File: config.mk
export PLATFORM = sky130hd
export DESIGN_NAME = acc_top
export DESIGN_NICKNAME = d
export VERILOG_FILES = /design/src/acc_cfg_pkg.sv /design/src/acc_types_pkg.sv /design/src/mem_req_if.sv /design/src/lane_stream_if.sv /design/src/acc_regs.sv /design/src/dma_reader.sv /design/src/mem_arbiter.sv /design/src/outer_product_array.sv /design/src/psum_adder.sv /design/src/acc_top.sv
export SDC_FILE = /design/constraint.sdc
export NUM_CORES = 2
export LEC_CHECK = 0
export ABC_AREA = 0
export BUFFER_PORTS_ARGS = -buffer_cell sky130_fd_sc_hd__buf_2
export CAP_MARGIN = 10
export CORE_UTILIZATION = 50
export DETAILED_ROUTE_END_ITERATION = 8
export PLACE_DENSITY = 0.66
export SYNTH_ARGS = -nofsm -noshare
export SYNTH_HDL_FRONTEND = slang
export SYNTH_HIERARCHICAL = 1
export SYNTH_SLANG_ARGS = --single-unit
File: constraint.sdc
create_clock -name clk -period 6.7 [get_ports clk]
set_input_delay 1.34 -clock clk [delete_from_list [all_inputs] [get_ports clk]]
set_output_delay 1.34 -clock clk [all_outputs]
set_load 0.05 [all_outputs]
File: src/acc_cfg_pkg.sv
package acc_cfg_pkg;

  // Array and datapath dimensions
  localparam int ROWS        = 4;
  localparam int COLS        = 4;
  localparam int LANE_W      = 8;
  localparam int WORD_W      = 32;
  localparam int ADDR_W      = 16;
  localparam int LEN_W       = 16;

  // Buffering and credits
  localparam int FIFO_DEPTH  = 4;
  localparam int NUM_READERS = 3;
  localparam int OUT_CREDITS = 4;
  localparam int REG_ADDR_W  = 3;

  localparam int COL_W         = $clog2(COLS);
  localparam int FIFO_PTR_W    = $clog2(FIFO_DEPTH);
  localparam int CREDIT_W      = $clog2(FIFO_DEPTH + 1);
  localparam int ID_FIFO_DEPTH = NUM_READERS * FIFO_DEPTH;
  localparam int ID_PTR_W      = $clog2(ID_FIFO_DEPTH);
  localparam int OUT_CREDIT_W  = $clog2(OUT_CREDITS + 1);

endpackage

File: src/acc_types_pkg.sv
package acc_types_pkg;

  import acc_cfg_pkg::*;

  // One memory word seen as ROWS lanes
  typedef logic [ROWS-1:0][LANE_W-1:0] lanes_t;

  // One channel's job
  typedef struct packed {
    logic [ADDR_W-1:0] base;
    logic [LEN_W-1:0]  len;
  } desc_t;

  typedef logic [1:0] req_id_t;

  // Register map
  localparam logic [REG_ADDR_W-1:0] REG_K_BASE = REG_ADDR_W'(0);
  localparam logic [REG_ADDR_W-1:0] REG_K_LEN  = REG_ADDR_W'(1);
  localparam logic [REG_ADDR_W-1:0] REG_X_BASE = REG_ADDR_W'(2);
  localparam logic [REG_ADDR_W-1:0] REG_X_LEN  = REG_ADDR_W'(3);
  localparam logic [REG_ADDR_W-1:0] REG_A_BASE = REG_ADDR_W'(4);
  localparam logic [REG_ADDR_W-1:0] REG_A_LEN  = REG_ADDR_W'(5);
  localparam logic [REG_ADDR_W-1:0] REG_CTRL   = REG_ADDR_W'(6);

endpackage

File: src/mem_req_if.sv
`timescale 1ns/1ns

interface mem_req_if import acc_cfg_pkg::*; ();

  logic              req;
  logic [ADDR_W-1:0] addr;
  logic              gnt;
  // One response per grant, in grant order, never refused
  logic              rvalid;
  logic [WORD_W-1:0] rdata;

  modport reader (output req, output addr, input gnt, input rvalid, input rdata);

  modport arbiter (input req, input addr, output gnt, output rvalid, output rdata);

endinterface

File: src/lane_stream_if.sv
`timescale 1ns/1ns

interface lane_stream_if import acc_types_pkg::*; ();

  logic   valid;
  logic   ready;
  lanes_t data;
  logic   last;

  modport source (output valid, output data, output last, input ready);

  modport sink (input valid, input data, input last, output ready);

endinterface

File: src/acc_regs.sv
`timescale 1ns/1ns

module acc_regs import acc_cfg_pkg::*, acc_types_pkg::*; (
  input  logic                  clk,
  input  logic                  arst_n,
  input  logic                  reg_wr_en,
  input  logic [REG_ADDR_W-1:0] reg_wr_addr,
  input  logic [WORD_W-1:0]     reg_wr_data,
  input  logic [REG_ADDR_W-1:0] reg_rd_addr,
  output logic [WORD_W-1:0]     reg_rd_data,
  output logic                  start,
  output desc_t                 k_desc,
  output desc_t                 x_desc,
  output desc_t                 a_desc,
  input  logic                  job_done
);

  logic       busy;
  logic [7:0] done_cnt;
  logic       ctrl_go;

  // Start request only counts while idle
  assign ctrl_go = reg_wr_en && (reg_wr_addr == REG_CTRL) && reg_wr_data[0] && !busy;

  always_ff @(posedge clk or negedge arst_n) begin
    if (!arst_n) begin
      k_desc <= '0;
      x_desc <= '0;
      a_desc <= '0;
    end else if (reg_wr_en) begin
      case (reg_wr_addr)
        REG_K_BASE: k_desc.base <= reg_wr_data[ADDR_W-1:0];
        REG_K_LEN:  k_desc.len  <= reg_wr_data[LEN_W-1:0];
        REG_X_BASE: x_desc.base <= reg_wr_data[ADDR_W-1:0];
        REG_X_LEN:  x_desc.len  <= reg_wr_data[LEN_W-1:0];
        REG_A_BASE: a_desc.base <= reg_wr_data[ADDR_W-1:0];
        REG_A_LEN:  a_desc.len  <= reg_wr_data[LEN_W-1:0];
        default: ;
      endcase
    end
  end

  always_ff @(posedge clk or negedge arst_n) begin
    if (!arst_n) begin
      start    <= 1'b0;
      busy     <= 1'b0;
      done_cnt <= '0;
    end else begin
      start <= ctrl_go;
      if (ctrl_go) begin
        busy <= 1'b1;
      end else if (job_done) begin
        busy     <= 1'b0;
        done_cnt <= done_cnt + 1'b1;
      end
    end
  end

  always_comb begin
    reg_rd_data = '0;
    case (reg_rd_addr)
      REG_K_BASE: reg_rd_data[ADDR_W-1:0] = k_desc.base;
      REG_K_LEN:  reg_rd_data[LEN_W-1:0]  = k_desc.len;
      REG_X_BASE: reg_rd_data[ADDR_W-1:0] = x_desc.base;
      REG_X_LEN:  reg_rd_data[LEN_W-1:0]  = x_desc.len;
      REG_A_BASE: reg_rd_data[ADDR_W-1:0] = a_desc.base;
      REG_A_LEN:  reg_rd_data[LEN_W-1:0]  = a_desc.len;
      REG_CTRL: begin
        reg_rd_data[0]    = busy;
        reg_rd_data[15:8] = done_cnt;
      end
      default: ;
    endcase
  end

endmodule

File: src/dma_reader.sv
`timescale 1ns/1ns

module dma_reader import acc_cfg_pkg::*, acc_types_pkg::*; (
  input  logic          clk,
  input  logic          arst_n,
  input  logic          start,
  input  desc_t         desc,
  mem_req_if.reader     mem,
  lane_stream_if.source stream
);

  lanes_t                fifo_mem [FIFO_DEPTH];
  logic [FIFO_PTR_W-1:0] wr_ptr;
  logic [FIFO_PTR_W-1:0] rd_ptr;
  logic [CREDIT_W-1:0]   fifo_cnt;
  logic [CREDIT_W-1:0]   credits;
  logic [ADDR_W-1:0]     addr_q;
  logic [LEN_W-1:0]      issue_left;
  logic [LEN_W-1:0]      deliver_left;
  logic                  grant;
  logic                  pop;

  // Each credit is one free FIFO slot, so responses always find room
  assign mem.req  = (issue_left != '0) && (credits != '0);
  assign mem.addr = addr_q;
  assign grant    = mem.req && mem.gnt;

  assign stream.valid = (fifo_cnt != '0);
  assign stream.data  = fifo_mem[rd_ptr];
  assign stream.last  = (deliver_left == LEN_W'(1));
  assign pop          = stream.valid && stream.ready;

  always_ff @(posedge clk) begin
    if (mem.rvalid) begin
      fifo_mem[wr_ptr] <= mem.rdata;
    end
  end

  always_ff @(posedge clk or negedge arst_n) begin
    if (!arst_n) begin
      wr_ptr       <= '0;
      rd_ptr       <= '0;
      fifo_cnt     <= '0;
      credits      <= CREDIT_W'(FIFO_DEPTH);
      addr_q       <= '0;
      issue_left   <= '0;
      deliver_left <= '0;
    end else begin
      if (start) begin
        addr_q       <= desc.base;
        issue_left   <= desc.len;
        deliver_left <= desc.len;
      end else begin
        if (grant) begin
          addr_q     <= addr_q + 1'b1;
          issue_left <= issue_left - 1'b1;
        end
        if (pop) begin
          deliver_left <= deliver_left - 1'b1;
        end
      end
      if (mem.rvalid) begin
        wr_ptr <= wr_ptr + 1'b1;
      end
      if (pop) begin
        rd_ptr <= rd_ptr + 1'b1;
      end
      fifo_cnt <= fifo_cnt + CREDIT_W'(mem.rvalid) - CREDIT_W'(pop);
      credits  <= credits - CREDIT_W'(grant) + CREDIT_W'(pop);
    end
  end

endmodule

File: src/mem_arbiter.sv
`timescale 1ns/1ns

module mem_arbiter import acc_cfg_pkg::*, acc_types_pkg::*; (
  input  logic              clk,
  input  logic              arst_n,
  mem_req_if.arbiter        rd [NUM_READERS],
  output logic              mem_req,
  output logic [ADDR_W-1:0] mem_addr,
  input  logic              mem_gnt,
  input  logic              mem_rvalid,
  input  logic [WORD_W-1:0] mem_rdata
);

  logic [NUM_READERS-1:0] req_vec;
  logic [ADDR_W-1:0]      addr_arr [NUM_READERS];
  req_id_t                ptr;
  req_id_t                sel;
  logic                   grant;
  req_id_t                id_mem [ID_FIFO_DEPTH];
  logic [ID_PTR_W-1:0]    id_wr_ptr;
  logic [ID_PTR_W-1:0]    id_rd_ptr;
  req_id_t                head_id;

  for (genvar i = 0; i < NUM_READERS; i++) begin : g_port
    assign req_vec[i]   = rd[i].req;
    assign addr_arr[i]  = rd[i].addr;
    assign rd[i].gnt    = grant && (sel == req_id_t'(i));
    assign rd[i].rvalid = mem_rvalid && (head_id == req_id_t'(i));
    assign rd[i].rdata  = mem_rdata;
  end

  // Scan from the far end so the requester nearest ptr wins
  always_comb begin
    int idx;
    sel = ptr;
    for (int k = NUM_READERS - 1; k >= 0; k--) begin
      idx = (int'(ptr) + k) % NUM_READERS;
      if (req_vec[idx]) begin
        sel = req_id_t'(idx);
      end
    end
  end

  assign mem_req  = |req_vec;
  assign mem_addr = addr_arr[sel];
  assign grant    = mem_req && mem_gnt;
  assign head_id  = id_mem[id_rd_ptr];

  always_ff @(posedge clk) begin
    if (grant) begin
      id_mem[id_wr_ptr] <= sel;
    end
  end

  always_ff @(posedge clk or negedge arst_n) begin
    if (!arst_n) begin
      ptr       <= '0;
      id_wr_ptr <= '0;
      id_rd_ptr <= '0;
    end else begin
      if (grant) begin
        ptr <= (sel == req_id_t'(NUM_READERS - 1)) ? '0 : sel + 1'b1;
        id_wr_ptr <= (id_wr_ptr == ID_PTR_W'(ID_FIFO_DEPTH - 1)) ? '0 : id_wr_ptr + 1'b1;
      end
      // Responses come back in grant order
      if (mem_rvalid) begin
        id_rd_ptr <= (id_rd_ptr == ID_PTR_W'(ID_FIFO_DEPTH - 1)) ? '0 : id_rd_ptr + 1'b1;
      end
    end
  end

endmodule

File: src/outer_product_array.sv
`timescale 1ns/1ns

module outer_product_array import acc_cfg_pkg::*; (
  input  logic          clk,
  input  logic          arst_n,
  lane_stream_if.sink   k_in,
  lane_stream_if.sink   x_in,
  lane_stream_if.source col_out
);

  logic [LANE_W-1:0] acc [ROWS][COLS];
  logic              draining;
  logic [COL_W-1:0]  col_cnt;
  logic              pair_fire;
  logic              pair_last;
  logic              col_fire;
  logic              col_end;

  // Weight and pixel beats move only as a pair
  assign pair_fire  = k_in.valid && x_in.valid && !draining;
  assign pair_last  = k_in.last && x_in.last;
  assign k_in.ready = pair_fire;
  assign x_in.ready = pair_fire;

  assign col_out.valid = draining;
  assign col_out.last  = (col_cnt == COL_W'(COLS - 1));
  assign col_fire      = col_out.valid && col_out.ready;
  assign col_end       = col_fire && col_out.last;

  always_comb begin
    for (int r = 0; r < ROWS; r++) begin
      col_out.data[r] = acc[r][col_cnt];
    end
  end

  always_ff @(posedge clk or negedge arst_n) begin
    if (!arst_n) begin
      draining <= 1'b0;
      col_cnt  <= '0;
      for (int r = 0; r < ROWS; r++) begin
        for (int c = 0; c < COLS; c++) begin
          acc[r][c] <= '0;
        end
      end
    end else begin
      if (pair_fire) begin
        // Low byte of the signed product, wraps mod 256
        for (int r = 0; r < ROWS; r++) begin
          for (int c = 0; c < COLS; c++) begin
            acc[r][c] <= acc[r][c] + x_in.data[r] * k_in.data[c];
          end
        end
        if (pair_last) begin
          draining <= 1'b1;
        end
      end
      if (col_fire) begin
        col_cnt <= col_cnt + 1'b1;
      end
      if (col_end) begin
        draining <= 1'b0;
        col_cnt  <= '0;
        for (int r = 0; r < ROWS; r++) begin
          for (int c = 0; c < COLS; c++) begin
            acc[r][c] <= '0;
          end
        end
      end
    end
  end

endmodule

File: src/psum_adder.sv
`timescale 1ns/1ns

module psum_adder import acc_cfg_pkg::*, acc_types_pkg::*; (
  input  logic              clk,
  input  logic              arst_n,
  lane_stream_if.sink       col_in,
  lane_stream_if.sink       a_in,
  output logic              out_valid,
  output logic [WORD_W-1:0] out_data,
  output logic              out_last,
  input  logic              out_credit,
  output logic              job_done
);

  logic [OUT_CREDIT_W-1:0] credits;
  logic                    has_credit;
  logic                    join_fire;
  lanes_t                  sum;

  // Join of column and partial sum, gated by an output credit
  assign has_credit   = (credits != '0);
  assign col_in.ready = has_credit && a_in.valid;
  assign a_in.ready   = has_credit && col_in.valid;
  assign join_fire    = has_credit && col_in.valid && a_in.valid;

  always_comb begin
    for (int r = 0; r < ROWS; r++) begin
      sum[r] = col_in.data[r] + a_in.data[r];
    end
  end

  always_ff @(posedge clk) begin
    if (join_fire) begin
      out_data <= sum;
      out_last <= col_in.last && a_in.last;
    end
  end

  always_ff @(posedge clk or negedge arst_n) begin
    if (!arst_n) begin
      out_valid <= 1'b0;
      credits   <= OUT_CREDIT_W'(OUT_CREDITS);
    end else begin
      out_valid <= join_fire;
      credits   <= credits - OUT_CREDIT_W'(join_fire) + OUT_CREDIT_W'(out_credit);
    end
  end

  assign job_done = out_valid && out_last;

endmodule

File: src/acc_top.sv
`timescale 1ns/1ns

module acc_top import acc_cfg_pkg::*, acc_types_pkg::*; (
  input  logic                  clk,
  input  logic                  arst_n,
  input  logic                  reg_wr_en,
  input  logic [REG_ADDR_W-1:0] reg_wr_addr,
  input  logic [WORD_W-1:0]     reg_wr_data,
  input  logic [REG_ADDR_W-1:0] reg_rd_addr,
  output logic [WORD_W-1:0]     reg_rd_data,
  output logic                  mem_req,
  output logic [ADDR_W-1:0]     mem_addr,
  input  logic                  mem_gnt,
  input  logic                  mem_rvalid,
  input  logic [WORD_W-1:0]     mem_rdata,
  output logic                  out_valid,
  output logic [WORD_W-1:0]     out_data,
  output logic                  out_last,
  input  logic                  out_credit
);

  logic  start;
  logic  job_done;
  desc_t k_desc;
  desc_t x_desc;
  desc_t a_desc;

  // Index 0 weights, 1 pixels, 2 partial sums
  mem_req_if     rd_if [NUM_READERS] ();
  lane_stream_if k_s ();
  lane_stream_if x_s ();
  lane_stream_if a_s ();
  lane_stream_if col_s ();

  acc_regs u_regs (
    .clk(clk), .arst_n(arst_n),
    .reg_wr_en(reg_wr_en), .reg_wr_addr(reg_wr_addr), .reg_wr_data(reg_wr_data),
    .reg_rd_addr(reg_rd_addr), .reg_rd_data(reg_rd_data),
    .start(start), .k_desc(k_desc), .x_desc(x_desc), .a_desc(a_desc),
    .job_done(job_done)
  );

  dma_reader u_rd_k (
    .clk(clk), .arst_n(arst_n), .start(start), .desc(k_desc), .mem(rd_if[0]), .stream(k_s)
  );

  dma_reader u_rd_x (
    .clk(clk), .arst_n(arst_n), .start(start), .desc(x_desc), .mem(rd_if[1]), .stream(x_s)
  );

  dma_reader u_rd_a (
    .clk(clk), .arst_n(arst_n), .start(start), .desc(a_desc), .mem(rd_if[2]), .stream(a_s)
  );

  mem_arbiter u_arb (
    .clk(clk), .arst_n(arst_n), .rd(rd_if),
    .mem_req(mem_req), .mem_addr(mem_addr), .mem_gnt(mem_gnt),
    .mem_rvalid(mem_rvalid), .mem_rdata(mem_rdata)
  );

  outer_product_array u_array (
    .clk(clk), .arst_n(arst_n), .k_in(k_s), .x_in(x_s), .col_out(col_s)
  );

  psum_adder u_adder (
    .clk(clk), .arst_n(arst_n), .col_in(col_s), .a_in(a_s),
    .out_valid(out_valid), .out_data(out_data), .out_last(out_last),
    .out_credit(out_credit), .job_done(job_done)
  );

endmodule

==> run metrics <==
CTS tree=done; Synth top area share=23.02%; register area=0.02389 mm2; htree depth=3; largest cells by area after synthesis=edfxtp_1 (23%), dfrtp_1 (18%), fa_1 (10%), ha_1 (7.6%), mux4_2 (5.6%); Worst Path Arrival=6.50 ns; register bit total from synthesis=866; DR vias=36060; CP max stage delay=0.76 ns; Reg2Reg Depth=17; flop2flop setup slack=0.77 ns; Max Cap Viol=0; Synth Cell Area=0.05753 mm2; endpoints failing hold=0; met1 wire length=57.82 mm; drt wl/cell=22.51 um; vias in the first global route=37990; first-pass GRT wire length=222.9 mm; clk sink count=866; actual slew at the worst max-slew pin=1.199 ns; CP Class=flip-flop to flip-flop; Final setup viols=0; final core occ=54.23%; Place WS=0.7446 ns; row count=124; Fillers=9830; Initial Util=50.38%; asr flop ratio synth=49.08%; f_max=0.1687 GHz; Worst-path clk slew=0.07 ns; initial antenna violation count=19; Syn Inst Count=4888; share of cells above drive strength 1=15.84%; Cell variety after synth=92; most common cell in the netlist=inv_1; total I/O pin count=159; Pre-antenna DRT Iters=5; post_cts resized=0; post-route setup slack=0.7731 ns; total CTS buffers=95; met2 WL=72.46 mm; DP Wirelength=99.49 mm; required time of the critical path=7.27 ns; CP Launch Type=flip-flop; gr usage total=25.35%; CP max-delay cell=mux4_2; Die Area=0.1164 mm2; status=finished, final reports clean; die width=341.2 um; hold path cells=1; critical path fanouts, max=16; Worst slew margin=20.00%; Iter 0 DRT Violations=2254; worst-path cell chain=buf_4 > buf_4 > mux4_2 > nand2_1 > fa_1 > inv_1 > fa_1 > ha_1 > inv_1 > fa_1 > inv_1 > fa_1 > a21o_1 > a21oi_1 > xnor3_1 > xnor3_1 > o21ai_1; Hold WC Path Type=flip-flop to flip-flop; Routed WL=144.7 mm; max-slew violation count=0; largest net degree at the start of global routing=188; mean post-synth cell area=11.77 um2; dominant cell type by area after synthesis=edfxtp_1; hold_buf cts=0; area of the multi-input gates=0.02924 mm2; Synth top cells by count=inv_1 (678), nand2_1 (517), edfxtp_1 (441); RSZ-0062 raised after global routing=no; Top Layer Used=met5; crit end category=flip-flop; area delta synth->final=7.645%; crit path time final=5.927 ns; number of enable flip-flop cells after synthesis=441; Post-CTS Setup Repair Bufs=0; Skew-Pair Late Insertion Delay=0.71 ns; chip height=341.2 um; clk buf depth=3; DRC=0; Final period util=88.46%; Root Driver=clkbuf_16; Port-buffer cells=126; warnings from Yosys=6; via/cell ratio=5.610; Setup Skew=0.05959 ns; Final nets=5553; core area=0.1142 mm2; gpl congestion=0.8892; total gr overflow=0; antenna viol nets, final=0; dominant synthesized flop cell=edfxtp_1; met3 wire len=9.064 mm; setup TNS=0 ns; sequential-to-total area share from yosys stat=41.51%; Crit path top cell by count=fa_1
[final cells by class]
type	count	share of cell area (%)
multi-input combinational	3007	47.21
sequential	866	38.58
clock buffer	122	4.152
inverter	683	4.142
tap	1512	3.055
timing repair buffer	177	1.734
clock inverter	56	1.103
antenna	5	0.02020
[metal layers]
layer | global-route usage (%) | up-vias
met1 | 31.80 | 18570
met2 | 43.65 | 987
met5 | 0 | -
li1 | - | 16190
met4 | 9.753 | 26
met3 | 4.417 | 289
[critical path, delay by kind of cell (launching register included)]
| kind | cells | cell delay, ns |
|---|---|---|
| AOI/OAI and AO/OA | 3 | 0.44 |
| xor gates and xnor gates | 2 | 0.85 |
| adders and majority gates | 5 | 2.15 |
| buffers and inverters | 5 | 0.69 |
| DFF | 1 | 0.71 |
| muxes | 1 | 0.76 |
| and+or+nand+nor | 1 | 0.17 |
[cells in the final DEF, fill, tap and decap left out, types with 18 or more instances in the layout]
cell       synthesis  layout
inv_1            678     678
nand2_1          517     517
edfxtp_1         441     441
dfrtp_1          421     415
ha_1             348     348
fa_1             299     299
xnor2_1          259     259
mux2_2           212     212
and2_1           216     203
mux4_2           144     144
xor2_1           137     137
buf_2             50     125
clkbuf_16          0      97
a21oi_1           97      97
a22o_1            83      83
nor2_1            76      76
o21ai_0           70      70
buf_4            132      47
mux2i_1           46      46
o21ai_1           45      45
a21o_1            41      41
nor3_1            33      33
nand3_1           32      32
xnor3_1           32      32
nor4_1            32      32
o22ai_1           21      21
clkbuf_1         147      20
nand4_1           20      20
a211oi_1          19      19
clkinv_2           0      18
o211ai_1          18      18
[metrics by stage]
stage / instance area, um2 / cells / hold WS [ns]
2_1_floorplan: 57590 / 4903 / 0.4419
4_1_cts: 61910 / 6423 / 0.4908
5_1_grt: 61910 / 6423 / 0.4990
3_3_place_gp: 58660 / 6245 / 0.4810
3_5_place_dp: 58660 / 6245 / 0.4856
6_report: 61930 / 6428 / 0.4902
[sequential cells by signal (all words and copies together) (netlist names), 32 cells and up]
signal            count
u_regs/a_desc        32
u_regs/x_desc        32
u_rd_a/fifo_mem     128
u_adder/out_data     32
u_array/acc         128
u_rd_k/fifo_mem     128
u_rd_x/fifo_mem     128
u_regs/k_desc        32
[final timing paths]
path	endpoint	from
worst max-delay path	u_array/acc[87]	u_rd_x/rd_ptr[0]
worst min-delay path	u_adder/credits[2]	u_adder/credits[2]
worst max register to register	u_array/acc[87]	u_rd_x/rd_ptr[0]
worst min register to register	u_adder/credits[2]	u_adder/credits[2]
max in group asynchronous	u_rd_a/issue_left[3]	arst_n
min in group asynchronous	u_array/acc[30]	arst_n
[kinds of logic (layout without fill, tap and decap cells)]
logic type | Yosys count | count (layout) | synth area share (%)
multiplexers | 404 | 404 | 10.63
adder cells (fa/ha/maj) | 647 | 647 | 17.97
AO/OA/AOI/OAI | 451 | 451 | 5.324
buffers and inverters | 1030 | 1038 | 7.817
XOR/XNOR | 440 | 440 | 7.621
AND/OR/NAND/NOR | 1049 | 1049 | 9.111
other | 1 | 21 | 0.006518
flip-flops | 866 | 866 | 41.51
Power is not shown: default switching activity piles up to over one toggle a cycle in this logic, so the estimate is an artifact.
